**config.mk**
```make
export PLATFORM = sky130hd
export DESIGN_NAME = mem_stage
export DESIGN_NICKNAME = d
export VERILOG_FILES = /design/src/source/be_pkg.sv /design/src/source/mem_stage.sv
export SDC_FILE = /design/constraint.sdc
export NUM_CORES = 1
export LEC_CHECK = 0
export BUFFER_PORTS_ARGS = -buffer_cell sky130_fd_sc_hd__buf_2
export CAP_MARGIN = 15
export CORE_AREA = 2 2 188 98
export CTS_CLUSTER_SIZE = 24
export DETAILED_ROUTE_END_ITERATION = 8
export DIE_AREA = 0 0 190 100
export HOLD_SLACK_MARGIN = 0.15
export PLACE_DENSITY = 0.69
export SYNTH_ARGS = -nofsm -noshare
export SYNTH_HDL_FRONTEND = slang
export SYNTH_SLANG_ARGS = --single-unit
```
**constraint.sdc**
```tcl
create_clock -name clk -period 4.4 [get_ports clk]
set_input_delay 0.88 -clock clk [delete_from_list [all_inputs] [get_ports clk]]
set_output_delay 0.88 -clock clk [all_outputs]
set_load 0.01 [all_outputs]
```
**src/source/be_pkg.sv**
```systemverilog
package be_pkg;

    typedef enum logic [4:0] {
        NOP   = 5'd0,
        ADD   = 5'd1,
        SUB   = 5'd2,
        AND   = 5'd3,
        OR    = 5'd4,
        XOR   = 5'd5,
        SLT   = 5'd6,
        SLTU  = 5'd7,
        SLL   = 5'd8,
        SRL   = 5'd9,
        LDW   = 5'd10,
        LDB   = 5'd11,
        LDBU  = 5'd12,
        STW   = 5'd13,
        STB   = 5'd14,
        CSRRD = 5'd15,
        CSRWR = 5'd16
    } be_op_e;

    // LoongArch exception codes.
    typedef enum logic [5:0] {
        NONE = 6'h00,
        ALE  = 6'h09,
        SYS  = 6'h0b,
        BRK  = 6'h0c,
        INE  = 6'h0d
    } be_ecode_e;

    typedef struct packed {
        logic [17:0] rsvd;
        logic [13:0] num;
    } be_csr_view_t;

    // Byte address for loads and stores or CSR number for CSR ops.
    typedef union packed {
        logic [31:0]  byte_addr;
        be_csr_view_t csr;
    } be_addr_u;

    typedef struct packed {
        logic        valid;
        logic [31:0] pc;
        be_op_e      op;
        logic [31:0] src1;
        logic [31:0] src2;
        logic [31:0] imm;
        logic [4:0]  rd;
        logic        wen;
        logic [13:0] csr_num;
        logic        excp;
        be_ecode_e   ecode;
    } be_issue_t;

    typedef struct packed {
        logic        valid;
        logic [31:0] pc;
        be_op_e      op;
        logic [4:0]  rd;
        logic        wen;
        logic [31:0] result;
        be_addr_u    addr;
        logic [31:0] store_data;
        logic        csr_we;
        logic [31:0] csr_wdata;
        logic        excp;
        be_ecode_e   ecode;
    } be_exmem_t;

    typedef struct packed {
        logic        valid;
        logic [31:0] pc;
        logic [4:0]  rd;
        logic        wen;
        logic [31:0] wdata;
        logic        csr_we;
        logic [13:0] csr_num;
        logic [31:0] csr_wdata;
        logic        excp;
        be_ecode_e   ecode;
    } be_wb_t;

    function automatic logic is_load(be_op_e op);
        return (op == LDW) || (op == LDB) || (op == LDBU);
    endfunction

    function automatic logic is_store(be_op_e op);
        return (op == STW) || (op == STB);
    endfunction

    function automatic logic is_csr(be_op_e op);
        return (op == CSRRD) || (op == CSRWR);
    endfunction

endpackage

```
**src/source/mem_stage.sv**
```systemverilog
module mem_stage
    import be_pkg::*;
#(
    parameter int RAM_WORDS = 256
) (
    input  logic                         clk,
    input  logic                         rst_n_i,
    input  logic                         stall_i,
    input  logic                         flush_i,
    input  logic                         excp_flush_i,
    input  logic                         ertn_flush_i,
    input  be_exmem_t                    mem_i,
    input  logic [31:0]                  ram_rdata_i,
    output logic                         ram_we_o,
    output logic [3:0]                   ram_be_o,
    output logic [$clog2(RAM_WORDS)-1:0] ram_idx_o,
    output logic [31:0]                  ram_wdata_o,
    output be_wb_t                       wb_o
);

    localparam int IDX_W = $clog2(RAM_WORDS);

    logic        flush_any;
    logic [1:0]  lane;
    logic [7:0]  ld_byte;
    logic [31:0] ld_data;
    be_wb_t      wb_d;

    assign flush_any = flush_i || excp_flush_i || ertn_flush_i;
    assign lane      = mem_i.addr.byte_addr[1:0];
    assign ram_idx_o = mem_i.addr.byte_addr[IDX_W+1:2];

    // A store being flushed in this cycle must not reach memory.
    assign ram_we_o = mem_i.valid && is_store(mem_i.op) && !mem_i.excp
                      && !stall_i && !flush_any;

    always_comb begin
        if (mem_i.op == STB) begin
            ram_be_o    = 4'b0001 << lane;
            ram_wdata_o = {4{mem_i.store_data[7:0]}};
        end else begin
            ram_be_o    = 4'b1111;
            ram_wdata_o = mem_i.store_data;
        end
    end

    assign ld_byte = ram_rdata_i[8*lane +: 8];

    always_comb begin
        case (mem_i.op)
            LDB: begin
                ld_data = {{24{ld_byte[7]}}, ld_byte};
            end
            LDBU: begin
                ld_data = {24'b0, ld_byte};
            end
            default: begin
                ld_data = ram_rdata_i;
            end
        endcase
    end

    always_comb begin
        wb_d           = '0;
        wb_d.valid     = mem_i.valid;
        wb_d.pc        = mem_i.pc;
        wb_d.rd        = mem_i.rd;
        wb_d.wen       = mem_i.wen;
        wb_d.wdata     = is_load(mem_i.op) ? ld_data : mem_i.result;
        wb_d.csr_we    = mem_i.csr_we;
        wb_d.csr_wdata = mem_i.csr_wdata;
        wb_d.excp      = mem_i.excp;
        wb_d.ecode     = mem_i.ecode;
        if (is_csr(mem_i.op)) begin
            wb_d.csr_num = mem_i.addr.csr.num;
        end
    end

    always_ff @(posedge clk or negedge rst_n_i) begin
        if (!rst_n_i) begin
            wb_o <= '0;
        end else if (flush_any) begin
            wb_o <= '0;
        end else if (!stall_i) begin
            wb_o <= wb_d;
        end
    end

    // Faulting accesses never write memory.
    a_no_write_on_excp: assert property (
        @(posedge clk) disable iff (!rst_n_i)
        mem_i.excp |-> !ram_we_o
    ) else $error("RAM write issued for an excepting instruction");

endmodule

```
Word level (Yosys, flattened, before mapping):

Cells that the tools add are included.

* bits of input ports: 218
* bits in registers: 125
* word-level logic and storage cells: 40
* output and inout bits: 170

* reduce and logical (&&, ||, !) cells: 13
* shifts and indexed selects: 2
* eq/ne operators: 8
* muxes and demuxes: 7

Operators by type and width (number)
* 2-to-1 mux 125 bit: 2
* 2-to-1 mux 32 bit: 2
* case mux 32 bit (2 select lines): 1
* indexed part select 32 x 6 -> 8 bit: 1
* == test 5 x 4 -> 1 bit (second input constant): 6
* 2-to-1 mux 14 bit: 1
* logical OR 1 bit: 6
* == test 5 bit (second input constant): 1
* logical AND 1 bit: 4
* 2-to-1 mux 4 bit: 1
* << shifter 1 x 2 -> 4 bit (first input constant): 1
* logical NOT 1 bit: 3
* != test 2 x 1 -> 1 bit (second input constant): 1

Depth between registers and ports, before layout:

* depth in word-level cells: 6
* gate-level depth with buffers: 7
* depth with buffers taken out: 4

Worst setup path before layout:

OpenSTA, ideal clock, no wires.

* path kind: input -> output
* start point: in mem_i[145] in the netlist's numbering
* end point: out ram_wdata_o[25]
* path buffers: 2
* stages on the path: 6
* data required time: 3.520 ns
* data arrival time: 2.095 ns
* path slack: 1.425 ns
* path through: nor2b_1 -> buf_2 -> nand3_1 -> nor2_4 -> buf_2 -> mux2_2

* word-level cells in the longest chain between the ends: 2

Ends and longest elaborated chain
* start, declared: line mem_stage.sv:12 `input be_exmem_t mem_i,`
* == test 5 x 4 -> 1 bit: line mem_stage.sv:38 `if (mem_i.op == STB) begin`
* 2-to-1 mux 32 bit: line mem_stage.sv:38
* end, declared: line mem_stage.sv:17 `output logic [31:0] ram_wdata_o,`

Every way passes these cells.

Final worst setup path:

* start point: in mem_i[146] in the netlist's numbering
* end point: out ram_wdata_o[15]

The elaborated chain is that of the path after synthesis.

==> metrics.txt <==
outcome finished clean; post-synthesis register bit count about 130; asr flop ratio synth 100.0%; Seq/Total Area, Yosys between 50% and 60%; post_cts resized 0; post-placement cell count 1119; worst-path fanout max 28; warnings from Yosys 0; Max Freq about 290 MHz; Initial Util between 30% and 40%; Die X 190 um; clock sinks approximately 130; Slew Limit Fails 0; critical path startpoint mem_i[146]; DRT antenna net count 0; xor/xnor share of the synthesized area less than 1%; final std cells w/o fill about 1200; reg2reg start wb_o[60]$_DFFE_PN0P_; CP Cell Sequence buf_2 > nor2b_1 > buf_4 > nand3_1 > nor2_4 > mux2_2 > buf_2; commonest non-fill, non-tap cell in the layout buf_2; CP Data Arrival Time 2.56 ns; clk_lat worst skew approximately 0.4 ns; Critical Path Most Common Cell buf_2; Relative slew margins 25.75%; Area contributors post-synth dfrtp_1, mux2i_1, nor2_1; Post-Synthesis Cells approximately 560; Routability Congestion about 0.9; CTS Hold Bufs 0; drc violations 0; share of cells above drive strength 1 ~50%; Synth top area share ~51%; Yosys top cell by area dfrtp_1; Worst-Margin Slew 1.106 ns; FP Rows 35; Post-Syn Area slightly above 0.006 mm2; Yosys cell types between 40 and 50; DR vias/cell a little under 5; Post-synth EDFFs 0; most frequent cells in the layout buf_2, dfrtp_1, nor2_1, mux2i_1, a21oi_1; Period Utilization, post-route about four fifths; number of I/O pins 388; max FFs per register 125; Clock transition at path regs approximately 0.060 ns; Die Area 0.01900 mm2; DRT iter0 DRCs 270; DP HPWL 15.64 mm; initial antenna violation count 4; Biggest register wb_o; Crit Reg-Reg Endpoint wb_o[60]$_DFFE_PN0P_; DR vias 5629; Clock Path Buffers 2; Post-Synth Adder-Cell Area 0%; FF+latch area between 0.003 and 0.004 mm2; IO buf count ~370; static leakage roughly 4.8 nW; Critical Path Source Type input pin; CP max stage delay between 0.5 and 0.6 ns; setup ws final about 0.96 ns; All-Layer GR Usage between 20% and 30%; Crit Path Class in -> out; Post-Place Worst Slack 0.9685 ns; Layout area overhead 40.92%; worst r2r path cells 3; CORE AREA ~0.018 mm2; Final min period about 3.4 ns; Routed wire per std cell about 18 um; main combinational cell family by area after synthesis multiplexers; synthesized area per cell between 10 and 15 um2; Design Area, Final about 0.0087 mm2; Crit. End Element primary output; HP Class in -> async; ys flop type dfrtp_1; CP max-delay cell nor2_4; Pre-antenna DRT Iters 4; Worst VDD drop around 230 uV; Max-cap violations 0; Req. time, crit path 3.52 ns; first-pass GRT wire length 30.91 mm; Fin Clk Skew 0 ns; syn_nets approximately 780; CTS tree yes; dpl cell area ~0.008 mm2; largest net degree at the start of global routing 59; worst setup path endpoint ram_wdata_o[15]; Multi-input gate area 0.002673 mm2; Layout Nets 1116; total negative setup slack 0 ns; Inserted Clock Buffers 17; simple-gate share of the synthesized area 11.24%; H-tree Lvls 4; RSZ-0062 raised after global routing no; Root Buffer clkbuf_16; Die Height roughly 100 um; postcts setup bufs 0; drt total wl roughly 21 mm; biggest regs wb_o: 125 flops; register-to-register setup slack 3.37 ns; Synth Area in Compound Gates 13.22%; Hold Fails Final Rpt 0; # fillers roughly 1600; Final setup viols 0; GRT overflow 0; vias in the first global route between 5000 and 6000; mux contribution to synthesized area a little under a fifth; pwr dens around 350 mW/mm2
-- where the power goes --
group          switching (mW)  leakage [nW]  internal (mW)  total (mW)
Sequential            0.00968          1.73           1.17        1.18
Clock                   0.513         0.296          0.936        1.45
Combinational           0.204          2.75          0.169       0.373
Total                   0.727          4.78           2.27        3.00
-- layout make-up --
class	instances	share of cell area (%)
antenna	1	0.02891
multi-input combinational	372	30.87
tap	240	3.469
sequential	125	36.13
clock buffer	22	5.478
clock inverter	10	1.590
inverter	3	0.1301
timing repair buffer	379	22.30
-- metal layers --
layer	wire length, um	global-route usage (%)	up-vias
li1	-	-	2649
met1	9624	30.68	2726
met2	9195	31.67	238
met3	1751	7.028	14
met4	128	4.293	2
met5	13	0	-
-- through the flow --
step / hold slack, ns / power, mW / utilization (%)
2_1_floorplan: 0.5168 / 1.384 / -
3_3_place_gp: 0.4577 / 1.569 / 45.57
3_5_place_dp: 0.4631 / 1.572 / 45.57
4_1_cts: 0.4489 / 3.041 / 49.04
5_1_grt: 0.4686 / 3.130 / 49.05
6_report: 0.4510 / 3.000 / 49.05
-- cell families (layout without fill, tap and decap cells) --
family / count (synthesis) / in the layout
and+or+nand+nor: 151 / 151
DFF: 125 / 125
muxes: 111 / 111
AOI/OAI and AO/OA: 109 / 109
buffers and inverters: 64 / 414
xor gates and xnor gates: 1 / 1
other: 0 / 1
-- cell usage after synthesis (2+ instances only) --
cell type / instances
nand2b_1: 2
nor2_1: 95
o21ai_0: 2
or3_1: 2
dfrtp_1: 125
a22o_1: 14
buf_6: 2
o22ai_1: 13
a21oi_1: 24
o31ai_1: 15
nand2_1: 22
inv_1: 2
buf_4: 18
a31oi_1: 16
mux2i_1: 86
a2bb2oi_1: 7
mux2_2: 23
nor4_1: 2
and2_1: 16
o22ai_2: 10
buf_2: 13
clkbuf_1: 16
buf_1: 11
-- how the worst min path moves through the flow --
stage                              start                   end  slack, ns
global placement    wb_o[68]$_DFFE_PN0P_  wb_o[68]$_DFFE_PN0P_       0.46
global route                     rst_n_i  wb_o[43]$_DFFE_PN0P_       0.47
CTS                              rst_n_i  wb_o[43]$_DFFE_PN0P_       0.45
floorplan           wb_o[62]$_DFFE_PN0P_  wb_o[62]$_DFFE_PN0P_       0.52
finish                           rst_n_i  wb_o[43]$_DFFE_PN0P_       0.45
detailed placement  wb_o[66]$_DFFE_PN0P_  wb_o[66]$_DFFE_PN0P_       0.46
-- critical path: cells and delay by family --
kind / cells / cell delay [ns]
mux: 1 / 0.44
simple gates: 3 / 0.80
buf+inv: 3 / 0.44
(Power assumes the default switching activity.)
