===== config.mk =====
export PLATFORM = sky130hd
export DESIGN_NAME = ex_mem_reg
export DESIGN_NICKNAME = d
export VERILOG_FILES = /design/src/source/be_pkg.sv /design/src/source/ex_mem_reg.sv
export SDC_FILE = /design/constraint.sdc
export NUM_CORES = 1
export LEC_CHECK = 0
export BUFFER_PORTS_ARGS = -buffer_cell sky130_fd_sc_hd__buf_2
export CAP_MARGIN = 20
export CORE_ASPECT_RATIO = 1.75
export CORE_MARGIN = 2
export CORE_UTILIZATION = 30
export CTS_BUF_LIST = sky130_fd_sc_hd__clkbuf_16
export DETAILED_ROUTE_END_ITERATION = 12
export GPL_TIMING_DRIVEN = 0
export PLACE_DENSITY = 0.59
export SLEW_MARGIN = 20
export SYNTH_ARGS = -nofsm -noshare
export SYNTH_HDL_FRONTEND = slang
export SYNTH_SLANG_ARGS = --single-unit
export TNS_END_PERCENT = 50

===== constraint.sdc =====
create_clock -name clk -period 0.92 [get_ports clk]
set_clock_uncertainty 0.15 [all_clocks]
set_input_delay 0.23 -clock clk [delete_from_list [all_inputs] [get_ports clk]]
set_output_delay 0.23 -clock clk [all_outputs]
set_load 0.05 [all_outputs]

===== src/source/be_pkg.sv =====
package be_pkg;

    typedef enum logic [4:0] {
        NOP   = 5'd0,
        ADD   = 5'd1,
        SUB   = 5'd2,
        AND   = 5'd3,
        OR    = 5'd4,
        XOR   = 5'd5,
        SLT   = 5'd6,
        SLTU  = 5'd7,
        SLL   = 5'd8,
        SRL   = 5'd9,
        LDW   = 5'd10,
        LDB   = 5'd11,
        LDBU  = 5'd12,
        STW   = 5'd13,
        STB   = 5'd14,
        CSRRD = 5'd15,
        CSRWR = 5'd16
    } be_op_e;

    // LoongArch exception codes.
    typedef enum logic [5:0] {
        NONE = 6'h00,
        ALE  = 6'h09,
        SYS  = 6'h0b,
        BRK  = 6'h0c,
        INE  = 6'h0d
    } be_ecode_e;

    typedef struct packed {
        logic [17:0] rsvd;
        logic [13:0] num;
    } be_csr_view_t;

    // Byte address for loads and stores or CSR number for CSR ops.
    typedef union packed {
        logic [31:0]  byte_addr;
        be_csr_view_t csr;
    } be_addr_u;

    typedef struct packed {
        logic        valid;
        logic [31:0] pc;
        be_op_e      op;
        logic [31:0] src1;
        logic [31:0] src2;
        logic [31:0] imm;
        logic [4:0]  rd;
        logic        wen;
        logic [13:0] csr_num;
        logic        excp;
        be_ecode_e   ecode;
    } be_issue_t;

    typedef struct packed {
        logic        valid;
        logic [31:0] pc;
        be_op_e      op;
        logic [4:0]  rd;
        logic        wen;
        logic [31:0] result;
        be_addr_u    addr;
        logic [31:0] store_data;
        logic        csr_we;
        logic [31:0] csr_wdata;
        logic        excp;
        be_ecode_e   ecode;
    } be_exmem_t;

    typedef struct packed {
        logic        valid;
        logic [31:0] pc;
        logic [4:0]  rd;
        logic        wen;
        logic [31:0] wdata;
        logic        csr_we;
        logic [13:0] csr_num;
        logic [31:0] csr_wdata;
        logic        excp;
        be_ecode_e   ecode;
    } be_wb_t;

    function automatic logic is_load(be_op_e op);
        return (op == LDW) || (op == LDB) || (op == LDBU);
    endfunction

    function automatic logic is_store(be_op_e op);
        return (op == STW) || (op == STB);
    endfunction

    function automatic logic is_csr(be_op_e op);
        return (op == CSRRD) || (op == CSRWR);
    endfunction

endpackage


===== src/source/ex_mem_reg.sv =====
module ex_mem_reg
    import be_pkg::*;
(
    input  logic      clk,
    input  logic      rst_n_i,
    input  logic      stall_i,
    input  logic      flush_i,
    input  logic      excp_flush_i,
    input  logic      ertn_flush_i,
    input  be_exmem_t ex_i,
    output be_exmem_t mem_o
);

    logic flush_any;

    assign flush_any = flush_i || excp_flush_i || ertn_flush_i;

    // Flush beats stall.
    always_ff @(posedge clk or negedge rst_n_i) begin
        if (!rst_n_i) begin
            mem_o <= '0;
        end else if (flush_any) begin
            mem_o <= '0;
        end else if (!stall_i) begin
            mem_o <= ex_i;
        end
    end

    // A flushed slot must come out as a bubble.
    a_flush_bubble: assert property (
        @(posedge clk) disable iff (!rst_n_i)
        flush_any |=> !mem_o.valid && !mem_o.wen && !mem_o.csr_we && !mem_o.excp
    ) else $error("ex_mem_reg kept a live entry after flush");

endmodule


**Yosys cells after proc, flatten, opt, wreduce, memory -nomap -nowiden**

Cells that the tools add are included.

- Flip-flop bits (word level): 180
- Latch bits: 0
- RAM bits: 0
- Memory bits (read-only): 0
- Bits of input ports: 186
- Output and inout bits: 180
- Word-level logic and storage cells: 17
- Memories: 0

- $add $sub $neg: 0
- Multipliers: 0
- Div/mod/pow operators: 0
- Magnitude comparators: 0
- Equal/unequal tests: 1
- Shifts and indexed selects: 0
- Multiplexer cells: 2
- Bitwise logic cells: 0
- Reductions and logical operators: 2

Operator list:

| operator | number |
|---|---|
| $mux W180 | 2 |
| $logic_or A1 B1 Y1 | 2 |
| $ne A2 B1 Y1 const B | 1 |

**Longest topological paths before layout**

Gate-level depths: netlist of the first run.

- Word-level depth: 3
- Depth in mapped cells: 5
- Mapped depth without buffers: 2

**Least setup slack after synthesis of the first run**

OpenSTA, ideal clock, no wires.

- Path kind: in2reg
- From: input port excp_flush_i
- To: register mem_o[0] (netlist bit)
- Library setup time: 0.073 ns
- Arrival: 1.097 ns
- Required time: 0.697 ns
- Path slack: -0.400 ns
- Stages: 5
- Path buffers: 3
- Cells stage by stage: or3_1 > buf_2 > buf_6 > buf_6 > nor2_1

- Longest elaborated chain between the ends: 3
- Elaborated cells on any way between the ends: 4
- Those cells by class: eq/ne (1); mux (1); reduce/logical (2)

Ends and longest elaborated chain:

| item | line | text |
|---|---|---|
| from (decl) | ex_mem_reg.sv:8 | `input logic excp_flush_i,` |
| $logic_or A1 B1 Y1 * (2 in a row) | ex_mem_reg.sv:16 | `assign flush_any = flush_i \|\| excp_flush_i \|\| ertn_flush_i;` |
| $ne A2 B1 Y1 (no line) or $mux W180 (tied branches) | n/a |  |
| to (signal assigned) | ex_mem_reg.sv:25 | `mem_o <= ex_i;` |
| to (decl) | ex_mem_reg.sv:11 | `output be_exmem_t mem_o` |

Every way passes the cells marked *; elsewhere a longest branch is shown, timed or not.
A chain may end at the register's enable or synchronous reset.

**Worst setup path in the final report of the first run**

- From: register mem_o[70] (netlist bit)
- To: output port mem_o[70] (netlist bit)

No word-level cell between the ends.

==> results of run 1 <==
[metrics by stage]
| step | area, um^2 | std cells | util [%] |
|---|---|---|---|
| after floorplan | 7300 | 581 | - |
| after global placement | 9510 | 1253 | 39.9 |
| after detailed placement | 9570 | 1255 | 40.2 |
| after CTS | 13200 | 1491 | 55.5 |
| after global routing | 13700 | 1555 | 57.6 |
| final | 13700 | 1555 | 57.6 |
[synthesized netlist by cell type]
master,number,area share (%)
buf_6,11,1.7
clkbuf_1,3,0.16
or3_1,1,0.086
nor2_1,180,9.3
buf_2,21,1.5
mux2i_1,180,25
buf_1,5,0.26
dfrtp_1,180,62
[metal layers]
| layer | GRT usage, % | up-vias | share of wire [%] |
|---|---|---|---|
| met5 | 0 | - | 0 |
| met4 | 9.12 | 0 | 4.2 |
| met3 | 4.65 | 63 | 5.4 |
| met2 | 34.9 | 258 | 55 |
| met1 | 19.9 | 3260 | 36 |
| li1 | - | 3224 | - |
[worst max-delay path by stage]
stage          slack, ns   endpoint         start
3_3_place_gp       -3.59  mem_o[12]       rst_n_i
2_1_floorplan      -0.37   mem_o[0]  ertn_flush_i
4_1_cts            -0.50  mem_o[54]     mem_o[54]
6_report           -0.46  mem_o[70]     mem_o[70]
5_1_grt            -0.51  mem_o[73]     mem_o[73]
3_5_place_dp       -0.86  mem_o[15]       stall_i
[power by group through the flow]
stage | Sequential (mW) | Combinational, mW | Clock [mW]
2_1_floorplan | 8.77 | 0.787 | 0
3_3_place_gp | 8.27 | 2.14 | 0
3_5_place_dp | 8.27 | 2.19 | 0
4_1_cts | 8.15 | 3.03 | 6.65
5_1_grt | 8.17 | 3.34 | 6.94
6_report | 8.16 | 3.13 | 6.38
[layout make-up]
class / count / area (um^2)
fillers: 1925 / 10100
repair buffers: 633 / 5480
flip-flops and latches: 180 / 4500
multi-input cells: 361 / 2490
clock buffers: 17 / 425
well taps: 308 / 385
plain buffers: 40 / 360
clock inverters: 15 / 80.1
diodes: 1 / 2.50
[logic make-up (layout without fill, tap and decap cells)]
group,count (synthesis),after routing
buf+inv,40,705
other cells,0,1
flops,180,180
simple gates,181,181
mux,180,180
[what timing repair did]
action	CTS	global route
endpoints found under the hold margin	360	181
resized for setup	374	5
pin swaps	0	4
buffers inserted	25	63
setup endpoints to repair	360	360
gates cloned	0	0
==> impl_metrics.ini, run 1 <==
[yosys]
synthesis.nets = 767
synth_area_um2 = 7250
synth_cell_types = 8
ys_seq_area_share_pct = 62.2
synthSimpleGateAreaFrac_pct = 9.41
synth.mux.area_fraction_pct = 24.9
ys_ff_latch = 180
synth_compound_area_share_pct = 0
yosys_warnings = 0
netlist_instances = 581
synth_area_per_cell_um2 = 12.5
synth_top_family_by_area = multiplexers
synth_xor_area_share_pct = 0
synthAdderAreaFrac_pct = 0

[routing]
vias_per_cell = 4.38
drtAntennaViolNets = 0
drt_pass1_iterations = 4
routed_wl_um = 25600
drcViolationCount = 0
routedWlPerCell_um = 16.5
dr_total_vias = 6805
drtIter0Drc = 170

[run]
cap_viol_max_count = 0

[worst_setup_path]
max_stage_delay_ns = 0.42
crit_family = flip-flops
end_kind = output pin
r2r_start = mem_o[21]
r2r-end = mem_o[21]
path_depth = 1
cp_num_buf_inv = 1
required_ns = 0.54
path_cells = buf_6
rrSetupSlack_ns = -0.22
cpMaxStageDelayCell = dfrtp_1
cp-start-kind = flip-flop
critPathKind = flip-flop to output pin
cp.arrival_ns = 1.00
cp_max_fo = 2
reg2reg_depth = 4

[sta]
timing.final.crit_period_ns = 1.38
rsz0062_at_grt = yes
worst_pin_slew_ns = 0.424
drv_slew = 0
timing.final.crit_share_pct = 151
fin_tns_setup_ns = -99.16
max_freq_mhz = 722
hold_ws_ns = -0.477
setup_viol = 360
worst_slack_ns = -0.465
timing_hold_violations_final = 181
max_slew_margin_pct = 71.7

[global_route]
grt_pass1_wl_um = 37500
grt_pass1_vias = 7265
grt_use_total_pct = 19.0
antenna_found_initial = 1
grt_max_degree = 78
grt.overflow.total = 0

[power_and_ir_drop]
peakVddDrop_mv = 0.908
cellLeakagePower_nw = 7.31
switchingPower_mw = 4.64
total_power_mw = 17.7
pwr-share-seq_pct = 46.2
sw_frac_of_total_pct = 26.3
pwr-share-comb_pct = 17.7
powerDensity_nw_per_um2 = 1290
internal_power_mw = 13.0
clkPwrFrac_pct = 36.1

[floorplanning]
fp.coreArea_um2 = 23800
start_util_pct = 30.4
die_area_um2 = 25500
die_h_um = 210
rows = 75
die_width_um = 121
ios = 366

[placement]
place_ws_ns = -0.857
gp_congestion = 0.777
hpwlAfterDp_um = 15900
port_buffers = 364

[finish]
reg_top3 = mem_o (180)
largest_reg_flops = 180
regMostFlops = mem_o
nNetsFinal = 1419
drive_gt1_share_pct = 41.9
final_cell_mix = buf_6, buf_2, dfrtp_1
area_delta_synth_final_pct = 89.4
final_common_cell = buf_6

[run_status]
violations = hold timing, setup timing
status = finished, violations left

[clocking]
cts_buffers = 17
ctsHoldBuffers = 179
worstSkewPairLatency_ns = 0.42
clk_pin_slew_ns = 0.07
clockBufferDepth = 2
htreeDepth = 4
root_buffer = clkbuf_16
tritoncts = done
cts_sinks = 180

[worst_hold_path]
hp-class = primary input to asynchronous set/reset pin
Power figures use the tool's default switching activity.
==> run 2: changes to the inputs <==
ABC_CLOCK_PERIOD_IN_PS = 920   (was unset)
MAX_ROUTING_LAYER = met4   (was unset)
==> run 2 against run 1 <==
The run still ends with hold timing, setup timing left. Sequential share of layout area did not move. Clock-buffer cell count did not move. Total power rose by 0.13%. Utilization did not move. First-iteration DRC count fell by 4.7%. Sequential power barely moved. Clock power barely moved. Cell area did not move. Final cell count did not move. Highest routed layer unchanged.
==> impl_metrics.ini, run 2 (synthesis gave the netlist of run 1 again) <==
[run_status]
status = finished, violations left
violations = hold timing, setup timing

[worst_setup_path]
crit_family = flip-flops
r2r-end = mem_o[21]
cp-startpoint = mem_o[70]
cp_max_fo = 2
cpMaxStageDelayCell = dfrtp_1
rrSetupSlack_ns = -0.22
critPathKind = flip-flop to output pin
cp.arrival_ns = 1.01
cp_num_buf_inv = 1
end_kind = output pin
reg2reg_depth = 4
path_cells = buf_6
max_stage_delay_ns = 0.42
r2r_start = mem_o[21]
required_ns = 0.54
path_depth = 1
setup.worst_path.end = mem_o[70]
cp-start-kind = flip-flop

[floorplanning]
die_area_um2 = 25500
die_h_um = 210
rows = 75
start_util_pct = 30.4
fp.coreArea_um2 = 23800
ios = 366
die_width_um = 121

[finish]
drive_gt1_share_pct = 41.9
final_core_util_pct = 57.6
register_area_um2 = 4500
final_common_cell = buf_6
final_cell_area_um2 = 13700
reg_top3 = mem_o (180)
multi_input_area_um2 = 2490
regMostFlops = mem_o
nNetsFinal = 1419
largest_reg_flops = 180
nFillCells = 1925
final_cell_mix = buf_6, buf_2, dfrtp_1
area_delta_synth_final_pct = 89.4

[routing]
dr_total_vias = 6793
routed_wl_um = 25700
drtIter0Drc = 162
drcViolationCount = 0
vias_per_cell = 4.37
routedWlPerCell_um = 16.5
drtAntennaViolNets = 0
drt_pass1_iterations = 4

[sta]
rsz0062_at_grt = yes
max_freq_mhz = 719
worst_slack_ns = -0.470
drv_slew = 0
setup_viol = 359
timing_hold_violations_final = 181
hold_ws_ns = -0.478
max_slew_margin_pct = 71.7
worst_pin_slew_ns = 0.425
timing.final.crit_share_pct = 151
timing.final.crit_period_ns = 1.39

[global_route]
grt_pass1_vias = 7258
grt.overflow.total = 0
grt_max_degree = 78
met3_usage_pct = 4.05
antenna_found_initial = 1
use_met2_pct = 34.7
grt_pass1_wl_um = 37500
grt_use_met1_pct = 20.2
grt-busiest-layer = met2
grt_use_total_pct = 19.5

[placement]
gp_congestion = 0.787
port_buffers = 364
placed_area_um2 = 9570
hpwlAfterDp_um = 15900

[power_and_ir_drop]
cellLeakagePower_nw = 7.31
powerDensity_nw_per_um2 = 1290
peakVddDrop_mv = 0.905

[clocking]
worstSkewPairLatency_ns = 0.42
clockBufferDepth = 2
htreeDepth = 4
cts_sinks = 180
ctsHoldBuffers = 179
root_buffer = clkbuf_16
tritoncts = done
clk_pin_slew_ns = 0.07
cts_buffers = 17

[worst_hold_path]
hp-class = primary input to asynchronous set/reset pin

[run]
cap_viol_max_count = 0
## run 2: per-layer routing
layer  vias to the layer above  wire length (um)
li1                       3228                 -
met1                      3255              9470
met2                       250             14000
met3                        60              1190
met4                         0              1030
met5                         -                 0
## run 2: power by group
group / leakage [nW] / internal, mW / switching [mW] / total, mW
registers: 2.49 / 8.05 / 0.109 / 8.16
clock network: 0.267 / 3.38 / 3.03 / 6.40
logic: 4.55 / 1.60 / 1.53 / 3.13
total: 7.31 / 13.0 / 4.67 / 17.7
## run 2: what timing repair did
action / in CTS / in global routing
endpoints found under the hold margin: 360 / 181
pin swaps: 0 / 4
cloned: 0 / 0
buffers inserted: 25 / 63
gates resized for setup: 374 / 5
endpoints found under the setup margin: 360 / 360
## run 2: worst min path at each step
stage                  start         end  cells past startpoint  slack (ns)
floorplan            rst_n_i    mem_o[0]                      0       -0.22
global placement    ex_i[87]   mem_o[87]                      3        0.32
detailed placement   rst_n_i  mem_o[101]                      1       -0.03
CTS                  rst_n_i  mem_o[101]                      1       -0.50
global route         rst_n_i   mem_o[95]                      1       -0.49
finish               rst_n_i   mem_o[95]                      1       -0.48
## run 2: cell type report
| type | instances | share of cell area, % |
|---|---|---|
| clock inverter | 15 | 0.583 |
| buffer | 40 | 2.63 |
| antenna | 1 | 0.0182 |
| timing repair buffer | 633 | 39.9 |
| sequential | 180 | 32.8 |
| multi-input combinational | 361 | 18.2 |
| tap | 308 | 2.81 |
| clock buffer | 17 | 3.10 |
## run 2: per-stage QoR
stage | TNS [ns] | power (mW) | setup WS, ns | std cells
floorplan | -71.46 | 9.55 | -0.373 | 581
global placement | -772.99 | 10.4 | -3.59 | 1253
detailed placement | -137.47 | 10.5 | -0.857 | 1255
CTS | -99.32 | 17.8 | -0.500 | 1491
global route | -113.10 | 18.4 | -0.513 | 1555
finish | -99.20 | 17.7 | -0.470 | 1555
