<file path="src/source/be_pkg.sv">
package be_pkg;

    typedef enum logic [4:0] {
        NOP   = 5'd0,
        ADD   = 5'd1,
        SUB   = 5'd2,
        AND   = 5'd3,
        OR    = 5'd4,
        XOR   = 5'd5,
        SLT   = 5'd6,
        SLTU  = 5'd7,
        SLL   = 5'd8,
        SRL   = 5'd9,
        LDW   = 5'd10,
        LDB   = 5'd11,
        LDBU  = 5'd12,
        STW   = 5'd13,
        STB   = 5'd14,
        CSRRD = 5'd15,
        CSRWR = 5'd16
    } be_op_e;

    // LoongArch exception codes.
    typedef enum logic [5:0] {
        NONE = 6'h00,
        ALE  = 6'h09,
        SYS  = 6'h0b,
        BRK  = 6'h0c,
        INE  = 6'h0d
    } be_ecode_e;

    typedef struct packed {
        logic [17:0] rsvd;
        logic [13:0] num;
    } be_csr_view_t;

    // Byte address for loads and stores or CSR number for CSR ops.
    typedef union packed {
        logic [31:0]  byte_addr;
        be_csr_view_t csr;
    } be_addr_u;

    typedef struct packed {
        logic        valid;
        logic [31:0] pc;
        be_op_e      op;
        logic [31:0] src1;
        logic [31:0] src2;
        logic [31:0] imm;
        logic [4:0]  rd;
        logic        wen;
        logic [13:0] csr_num;
        logic        excp;
        be_ecode_e   ecode;
    } be_issue_t;

    typedef struct packed {
        logic        valid;
        logic [31:0] pc;
        be_op_e      op;
        logic [4:0]  rd;
        logic        wen;
        logic [31:0] result;
        be_addr_u    addr;
        logic [31:0] store_data;
        logic        csr_we;
        logic [31:0] csr_wdata;
        logic        excp;
        be_ecode_e   ecode;
    } be_exmem_t;

    typedef struct packed {
        logic        valid;
        logic [31:0] pc;
        logic [4:0]  rd;
        logic        wen;
        logic [31:0] wdata;
        logic        csr_we;
        logic [13:0] csr_num;
        logic [31:0] csr_wdata;
        logic        excp;
        be_ecode_e   ecode;
    } be_wb_t;

    function automatic logic is_load(be_op_e op);
        return (op == LDW) || (op == LDB) || (op == LDBU);
    endfunction

    function automatic logic is_store(be_op_e op);
        return (op == STW) || (op == STB);
    endfunction

    function automatic logic is_csr(be_op_e op);
        return (op == CSRRD) || (op == CSRWR);
    endfunction

endpackage

</file>
<file path="src/source/exec_unit.sv">
module exec_unit
    import be_pkg::*;
(
    input  be_issue_t   issue_i,
    input  logic [31:0] csr_rdata_i,
    output be_exmem_t   ex_o
);

    logic [31:0] alu_res;
    logic [31:0] mem_addr;
    logic [4:0]  shamt;
    logic        mem_op;
    logic        word_acc;
    logic        misalign;
    logic        fault;

    assign shamt    = issue_i.src2[4:0];
    assign mem_op   = is_load(issue_i.op) || is_store(issue_i.op);
    assign mem_addr = issue_i.src1 + issue_i.imm;

    // Only word accesses need alignment.
    assign word_acc = (issue_i.op == LDW) || (issue_i.op == STW);
    assign misalign = word_acc && (mem_addr[1:0] != 2'b00);

    // An incoming exception wins over a local one.
    assign fault = issue_i.valid && (issue_i.excp || misalign);

    always_comb begin
        case (issue_i.op)
            ADD: begin
                alu_res = issue_i.src1 + issue_i.src2;
            end
            SUB: begin
                alu_res = issue_i.src1 - issue_i.src2;
            end
            AND: begin
                alu_res = issue_i.src1 & issue_i.src2;
            end
            OR: begin
                alu_res = issue_i.src1 | issue_i.src2;
            end
            XOR: begin
                alu_res = issue_i.src1 ^ issue_i.src2;
            end
            SLT: begin
                alu_res = {31'b0, $signed(issue_i.src1) < $signed(issue_i.src2)};
            end
            SLTU: begin
                alu_res = {31'b0, issue_i.src1 < issue_i.src2};
            end
            SLL: begin
                alu_res = issue_i.src1 << shamt;
            end
            SRL: begin
                alu_res = issue_i.src1 >> shamt;
            end
            default: begin
                alu_res = '0;
            end
        endcase
    end

    always_comb begin
        ex_o       = '0;
        ex_o.valid = issue_i.valid;
        ex_o.pc    = issue_i.pc;
        ex_o.op    = issue_i.op;
        ex_o.rd    = issue_i.rd;
        ex_o.wen   = issue_i.valid && issue_i.wen && !fault;

        if (mem_op) begin
            ex_o.addr.byte_addr = mem_addr;
            ex_o.store_data     = issue_i.src2;
        end else if (is_csr(issue_i.op)) begin
            ex_o.addr.csr.num = issue_i.csr_num;
            // Old CSR value goes to rd for both CSR ops.
            ex_o.result = csr_rdata_i;
            if (issue_i.op == CSRWR) begin
                ex_o.csr_we    = issue_i.valid && !fault;
                ex_o.csr_wdata = issue_i.src2;
            end
        end else begin
            ex_o.result = alu_res;
        end

        ex_o.excp = fault;
        if (issue_i.valid && issue_i.excp) begin
            ex_o.ecode = issue_i.ecode;
        end else if (fault) begin
            ex_o.ecode = ALE;
        end
    end

endmodule

</file>
<file path="config.mk">
export PLATFORM = sky130hd
export DESIGN_NAME = exec_unit
export DESIGN_NICKNAME = d
export VERILOG_FILES = /design/src/source/be_pkg.sv /design/src/source/exec_unit.sv
export SDC_FILE = /design/constraint.sdc
export NUM_CORES = 1
export LEC_CHECK = 0
export BUFFER_PORTS_ARGS = -buffer_cell sky130_fd_sc_hd__buf_2
export CAP_MARGIN = 40
export CORE_MARGIN = 5
export CORE_UTILIZATION = 54
export DETAILED_ROUTE_END_ITERATION = 6
export GPL_TIMING_DRIVEN = 0
export PLACE_DENSITY = 0.85
export RECOVER_POWER = 25
export SLEW_MARGIN = 30
export SYNTH_ARGS = -nofsm -noshare
export SYNTH_HDL_FRONTEND = slang
export SYNTH_SLANG_ARGS = --single-unit
</file>
<file path="constraint.sdc">
create_clock -name vclk -period 5.6
set_clock_uncertainty 0.1 [all_clocks]
set_input_delay 0.56 -clock vclk [all_inputs]
set_output_delay 0.56 -clock vclk [all_outputs]
set_load 0.01 [all_outputs]
</file>
* After elaboration in Yosys (flattened, before gate mapping)
Index checks and enable logic that the tools add are counted.
** Cells by class
- $lt $le $gt $ge :: 2
- Reductions and logical operators :: 15
- Equality and inequality tests :: 16
- Bitwise logic cells :: 3
- Add/sub/neg operators :: 3
- Divide/modulo/power cells :: 0
- Shifts and indexed selects :: 2
- Mux-type cells :: 12
- Multipliers :: 0
** Operator list (count)
- 32-bit one-hot mux with 9 select lines :: 1
- 33-bit 2-to-1 mux :: 3
- 32-bit 2-to-1 mux :: 3
- 32-bit adder :: 2
- 32-bit less-than comparator :: 2
- 5-bit by 4-bit equality test with 1-bit output (second input constant) :: 8
- 32-bit bitwise AND :: 1
- 32-bit OR :: 1
- 32-bit by 5-bit left shift with 32-bit output :: 1
- 32-bit by 5-bit >> shifter with 32-bit output :: 1
- 32-bit subtractor :: 1
- 32-bit XOR :: 1
- 14-bit 2-to-1 mux :: 2
- 5-bit by 3-bit equality test with 1-bit output (second input constant) :: 4
- 18-bit 2-to-1 mux :: 1
- 5-bit by 2-bit equality test with 1-bit output (second input constant) :: 2
- 1-bit logical OR :: 7
- 1-bit logical AND :: 6
- 6-bit 2-to-1 mux :: 1
- 5-bit by 1-bit equality test with 1-bit output (second input constant) :: 1
- 5-bit equality test (second input constant) :: 1
- 4-bit 2-to-1 mux :: 1
- 2-bit nonzero test :: 1
- 1-bit zero test :: 1
** Word-level totals
- Memories :: 0
- ROM bits :: 0
- Bits in latches :: 0
- Bits in writable memories :: 0
- Bits in registers :: 0
- Output and inout port bits :: 180

* Depth between registers and ports, before layout
Gate-level depths: netlist of the first run.
- Depth in word-level cells :: 10
- Mapped depth :: 15
- Gate-level depth less buffers :: 12

* Least setup slack after synthesis of the first run
No wires, ideal clock.
- Kind :: input to output
- Start point :: in issue_i[61] in the netlist's numbering
- End point :: out ex_o[130] in the netlist's numbering
- Path buffers :: 3
- Arrival :: 3.704 ns
- Stages on the path :: 14
- Required time :: 4.940 ns
- Slack :: 1.236 ns
- Path through :: inv_1 -> buf_2 -> buf_2 -> clkbuf_1 -> ha_1 -> o21bai_1 -> a21oi_1 -> o211ai_1 -> a221oi_2 -> o221ai_1 -> a211oi_2 -> o211ai_1 -> o221a_1 -> o21ai_1
** RTL lines
- start, declared :: line exec_unit.sv:4 : input be_issue_t issue_i,
- end, declared :: line exec_unit.sv:6 : output be_exmem_t ex_o

==> impl_metrics.py, run 1 <==
metrics = {
    "outcome": {
        "status": "finished, violations left",
        "failed_checks": "DRC",
    },
    "synthesis": {
        "syn_nets": 2017,
        "yosysMostFrequentCell": "nor2_1",
        "synth_top_area_share_pct": 14.6,
        "synthMuxAreaShare_pct": 9.93,
        "netlist.top_cell.by_area": "ha_1",
        "synth_common_cells": "nor2_1, a21oi_1, ha_1",
        "synthTopCellsByArea": "ha_1, a21oi_1, nor2_1, mux2i_1, o21ai_0",
        "synth_compound_area_share_pct": 38.8,
        "syn_area_per_cell_um2": 6.50,
        "synthAdderAreaFrac_pct": 15.1,
        "post_synth_xor_area_fraction_pct": 1.99,
        "syn_inst": 1693,
        "synth_top_family_by_area": "compound AO/OA/AOI/OAI gates",
        "yosys.area_share.simple_pct": 22.5,
        "yosys_warnings": 0,
        "syn-cell-area_um2": 11000,
        "synth_seq_area_share_pct": 0,
        "yosys.cell_types.count": 90,
    },
    "global_routing": {
        "first_global_vias": 14800,
        "antenna_found_initial": 1,
        "grt_pass1_wl_um": 85800,
        "gr-usage-all-layers_pct": 45.4,
        "overflow": 0,
        "grt_max_degree": 21,
    },
    "floorplanning": {
        "die_h_um": 153,
        "coreArea_um2": 20200,
        "die_area_um2": 23300,
        "boundaryPins": 373,
        "rows": 52,
        "die_w_um": 153,
        "start_util_pct": 54.5,
    },
    "routing": {
        "wl_per_cell_um": 25.0,
        "drc": 1,
        "drt-total-wl_um": 57500,
        "viasPerCell": 6.82,
        "drtPass1Iterations": 7,
        "vias": 15700,
        "drt_iter0_markers": 1935,
        "drtAntennaViolNets": 0,
    },
    "worst_setup_path": {
        "crit_path_frequent_cell": "buf_2",
        "start_kind": "primary input",
        "worstSetupEndpointType": "primary output",
        "crit_chain": "buf_2 -> buf_2 -> inv_1 -> buf_2 -> clkbuf_1 -> clkbuf_2 -> ha_1 -> inv_1 -> o22ai_1 -> mux2i_1 -> o211ai_1 -> nor3_1 -> nor3_1 -> a211o_1 -> buf_2",
        "setup.worst_path.class": "primary input to primary output",
        "critical_path_depth": 15,
        "crit_buf_inv": 8,
        "crit_fanout": 11,
        "cpPeakStageDelay_ns": 0.59,
        "cp.required_ns": 4.94,
        "critPathArrivalTime_ns": 4.87,
        "cp_top_family": "buffers and inverters",
        "crit_slowest_cell": "o22ai_1",
    },
    "sta": {
        "finalCriticalPeriod_ns": 5.53,
        "worst_pin_slew_ns": 0.923,
        "relSlewSlack_pct": 38.0,
        "rsz0062_at_grt": "false",
        "timing.fmax_ghz": 0.181,
        "setup_violations": 0,
        "finalHoldViolations": 0,
        "slew_violations": 0,
        "min_period_over_period_pct": 98.7,
    },
    "placed_design": {
        "dpl_cell_area_um2": 13000,
        "numPortBuffers": 335,
        "dp_hpwl_um": 47600,
        "gp_congestion": 1.10,
        "dp.cells": 2299,
    },
    "pwr": {
        "power_frac_seq_pct": 0,
        "comb_power_share_pct": 100.0,
        "switching_power_uw": 875,
        "intPower_uw": 478,
        "leakage_nw": 6.34,
        "switching_share_pct": 64.7,
        "irDropWorstVdd_uv": 59.8,
        "p_per_area_nw_per_um2": 104,
        "p_clk_share_pct": 0,
    },
    "cells_and_area": {
        "final_cell_area_um2": 13000,
        "syn_to_final_growth_pct": 18.3,
        "nNetsFinal": 2356,
        "clock_buffers": 0,
        "design.seq.count": 0,
        "drive_above_1_share_pct": 21.3,
        "antennaDiodeCount": 0,
        "stdcell_count": 2300,
        "seq_area_um2": 0,
    },
    "clock_tree": {
        "holdBufCountCts": 0,
    },
    "min_path": {
        "min_path_cells": 2,
        "hold_path_class": "primary input to primary output",
    },
    "job": {
        "maxCapViolations": 0,
    },
}
[logic make-up after synthesis]
family / after synthesis
AOI/OAI and AO/OA: 631
and+or+nand+nor: 534
buffers and inverters: 277
adders and majority gates: 131
muxes: 95
xor gates and xnor gates: 25
[cell type report]
cell class,instances,area [um^2]
plain buffers,160,850
well taps,270,338
fillers,1893,7160
multi-input cells,1416,9740
repair buffers,338,1640
inverters,116,435
[final timing paths]
check	slack [ns]	endpoint	from
max	0.07	ex_o[132]	issue_i[59]
min	1.23	ex_o[137]	issue_i[22]
[metrics by stage]
step / setup TNS (ns) / power, mW / hold WS, ns / setup slack [ns] / util (%)
floorplan: 0 / 0.820 / 1.10 / 1.24 / -
global placement: -0.898 / 1.26 / 1.21 / -0.162 / 64.5
detailed placement: -0.951 / 1.28 / 1.21 / -0.151 / 64.6
CTS: 0 / 1.29 / 1.21 / 0.0972 / 64.6
global route: 0 / 1.43 / 1.24 / 0.0185 / 64.5
finish: 0 / 1.35 / 1.23 / 0.0716 / 64.5
[routing by layer]
metal,wire length [um],share of wire (%),global-route usage [%]
met1,20600,36,57.6
met2,24300,42,70.8
met3,8710,15,12.0
met4,3920,6.8,23.2
met5,0,0,0
[power by group through the flow]
stage | Combinational (mW) | Sequential [mW] | Clock, mW
after floorplan | 0.820 | 0 | 0
after global placement | 1.26 | 0 | 0
after detailed placement | 1.28 | 0 | 0
after CTS | 1.29 | 0 | 0
after global routing | 1.43 | 0 | 0
final | 1.35 | 0 | 0
[layout by cell type, fill, tap and decap left out, drive strengths merged, types with 16 or more instances in the layout]
master and n:
buf 380, nand2 125, a22oi 25, nor2 209, mux2 23, inv 115, a211oi 29, a221o 16
and2 40, clkbuf 118, a21o 28, nor2b 16, nand3 36, o21bai 21, mux2i 63, and3 20
ha 128, o221ai 16, nor3 29, a221oi 36, a21oi 167, o211ai 31, o21ai 144
[what timing repair did]
action	CTS	global route
gates resized for setup	0	6
setup buffers	0	1
pin swaps	0	1
endpoints found under the setup margin	9	7
Power figures use the tool's default switching activity.
==> inputs of run 2 (changes only) <==
ABC_AREA = 1   (was not set)
CORE_UTILIZATION = 56   (was 54)
==> run 2 against run 1 <==
The run still ends with DRC left; global-route usage increased by 4.2 points; worst setup slack improved by 1.3 ns; non-clock buffer count decreased by 14; first-iteration DRC count increased by 78%; hold slack improved by 0.00061 ns; synthesized cell count increased by 54%; utilization increased by 1.3 points; cell count increased by 40%; largest cell class unchanged; sequential share of layout area unchanged; total power increased by 5.1%; critical path depth increased by 5.
==> impl_metrics.py, run 2 <==
metrics = {
    "outcome": {
        "status": "finished, violations left",
        "failed_checks": "DRC",
    },
    "floorplanning": {
        "boundaryPins": 373,
        "coreArea_um2": 22600,
        "die_w_um": 162,
        "die_h_um": 162,
        "rows": 55,
        "die_area_um2": 26200,
        "start_util_pct": 57.0,
    },
    "pwr": {
        "power_mw": 1.42,
        "p_per_area_nw_per_um2": 95.5,
        "leakage_nw": 8.80,
        "irDropWorstVdd_uv": 65.6,
    },
    "job": {
        "maxCapViolations": 0,
    },
    "routing": {
        "vias": 20300,
        "drtPass1Iterations": 7,
        "viasPerCell": 6.28,
        "drtAntennaViolNets": 0,
        "wl_per_cell_um": 21.7,
        "drc": 50,
        "drt_iter0_markers": 3446,
        "drt-total-wl_um": 70200,
    },
    "synthesis": {
        "synthTopCellsByArea": "nand2_1, nand3_1, ha_1, inv_1, nor2_1",
        "syn_area_per_cell_um2": 4.95,
        "yosys_warnings": 0,
        "synth_top_area_share_pct": 22.2,
        "syn_inst": 2608,
        "synth_common_cells": "nand2_1, nand3_1, inv_1",
        "netlist.top_cell.by_area": "nand2_1",
        "synth_seq_area_share_pct": 0,
        "yosys.cell_types.count": 51,
        "syn_nets": 2932,
        "yosysMostFrequentCell": "nand2_1",
        "syn-cell-area_um2": 12900,
    },
    "cells_and_area": {
        "nNetsFinal": 3271,
        "drive_above_1_share_pct": 15.6,
        "final_common_cell": "nand2_1",
        "antennaDiodeCount": 0,
        "seq_area_um2": 0,
        "design.seq.count": 0,
        "clock_buffers": 0,
        "syn_to_final_growth_pct": 15.5,
        "layout_common_cells": "nand2_1, nand3_1, inv_1, buf_2, nor2_1",
    },
    "global_routing": {
        "grt_pass1_wl_um": 102000,
        "overflow": 0,
        "gr-usage-all-layers_pct": 49.6,
        "grt_max_degree": 12,
        "antenna_found_initial": 2,
        "first_global_vias": 19000,
    },
    "sta": {
        "fin_tns_setup_ns": 0,
        "finalHoldViolations": 0,
        "slew_violations": 0,
        "timing.fmax_ghz": 0.234,
        "rsz0062_at_grt": "false",
        "worst_pin_slew_ns": 0.878,
        "min_period_over_period_pct": 76.3,
        "fin_hold_ws_ns": 1.23,
        "setup_violations": 0,
        "relSlewSlack_pct": 41.4,
        "finalCriticalPeriod_ns": 4.28,
    },
    "worst_setup_path": {
        "critPathArrivalTime_ns": 3.62,
        "crit_fanout": 11,
        "cp_top_family": "buffers and inverters",
        "start_kind": "primary input",
        "crit_path_frequent_cell": "nand2_1",
        "setup.worst_path.class": "primary input to primary output",
        "crit_chain": "buf_2 -> buf_2 -> clkinv_1 -> buf_2 -> buf_2 -> ha_1 -> buf_4 -> nor2_1 -> nand2_1 -> inv_1 -> nand3_1 -> nand2_1 -> nand2_1 -> nand2_1 -> nand2_1 -> nand2_1 -> nand2_1 -> nand3_1 -> nand4_1 -> buf_2",
        "crit_slowest_cell": "buf_2",
        "worstSetupEndpointType": "primary output",
        "cp.required_ns": 4.94,
        "cpPeakStageDelay_ns": 0.38,
        "crit_buf_inv": 8,
    },
    "clock_tree": {
        "cts_setup_buffers": 0,
        "holdBufCountCts": 0,
        "cts_resized": 0,
    },
    "placed_design": {
        "dp_hpwl_um": 57300,
        "numPortBuffers": 336,
        "gp_congestion": 1.18,
    },
    "min_path": {
        "hold_path_class": "primary input to primary output",
    },
}
-- run 2: layout make-up --
cell class | count | area [um^2]
Inverter | 370 | 1390
Timing Repair Buffer | 337 | 1640
Multi-Input combinational cell | 2091 | 10600
Tap cell | 285 | 357
Buffer | 147 | 916
Fill cell | 2376 | 7750
-- run 2: kinds of logic (layout without fill, tap and decap cells) --
family / count (synthesis) / after routing / synth area share [%]
adders and majority gates: 131 / 131 / 12.9
and+or+nand+nor: 1679 / 1679 / 56.9
muxes: 2 / 2 / 0.155
buffers and inverters: 517 / 854 / 17.9
xor gates and xnor gates: 7 / 7 / 0.475
AOI/OAI and AO/OA: 272 / 272 / 11.7
-- run 2: power breakdown --
part           leakage, nW  internal [mW]  switching (mW)
clock network            0              0               0
logic                 8.80          0.429           0.993
registers                0              0               0
total                 8.80          0.429           0.993
-- run 2: path summary, 6_finish.rpt --
check	start	end	slack, ns	depth (start not counted)
worst max-delay path	issue_i[62]	ex_o[127]	1.32	20
worst min-delay path	issue_i[153]	ex_o[172]	1.23	2
-- run 2: stage by stage --
step | util [%] | area [um^2] | setup slack [ns] | std cells
floorplan | - | 12900 | 2.36 | 2608
global placement | 66.0 | 14900 | 1.49 | 3229
detailed placement | 66.0 | 14900 | 1.48 | 3229
CTS | 66.0 | 14900 | 1.47 | 3229
global route | 65.8 | 14900 | 1.18 | 3230
finish | 65.8 | 14900 | 1.32 | 3230
-- run 2: layer usage --
metal | vias to the layer above | track usage (%) | wire length [um]
met2 | 1867 | 78.5 | 29200
met5 | - | 0 | 19
met4 | 2 | 41.6 | 7660
li1 | 9082 | - | -
met1 | 8752 | 54.8 | 22300
met3 | 580 | 14.4 | 11000
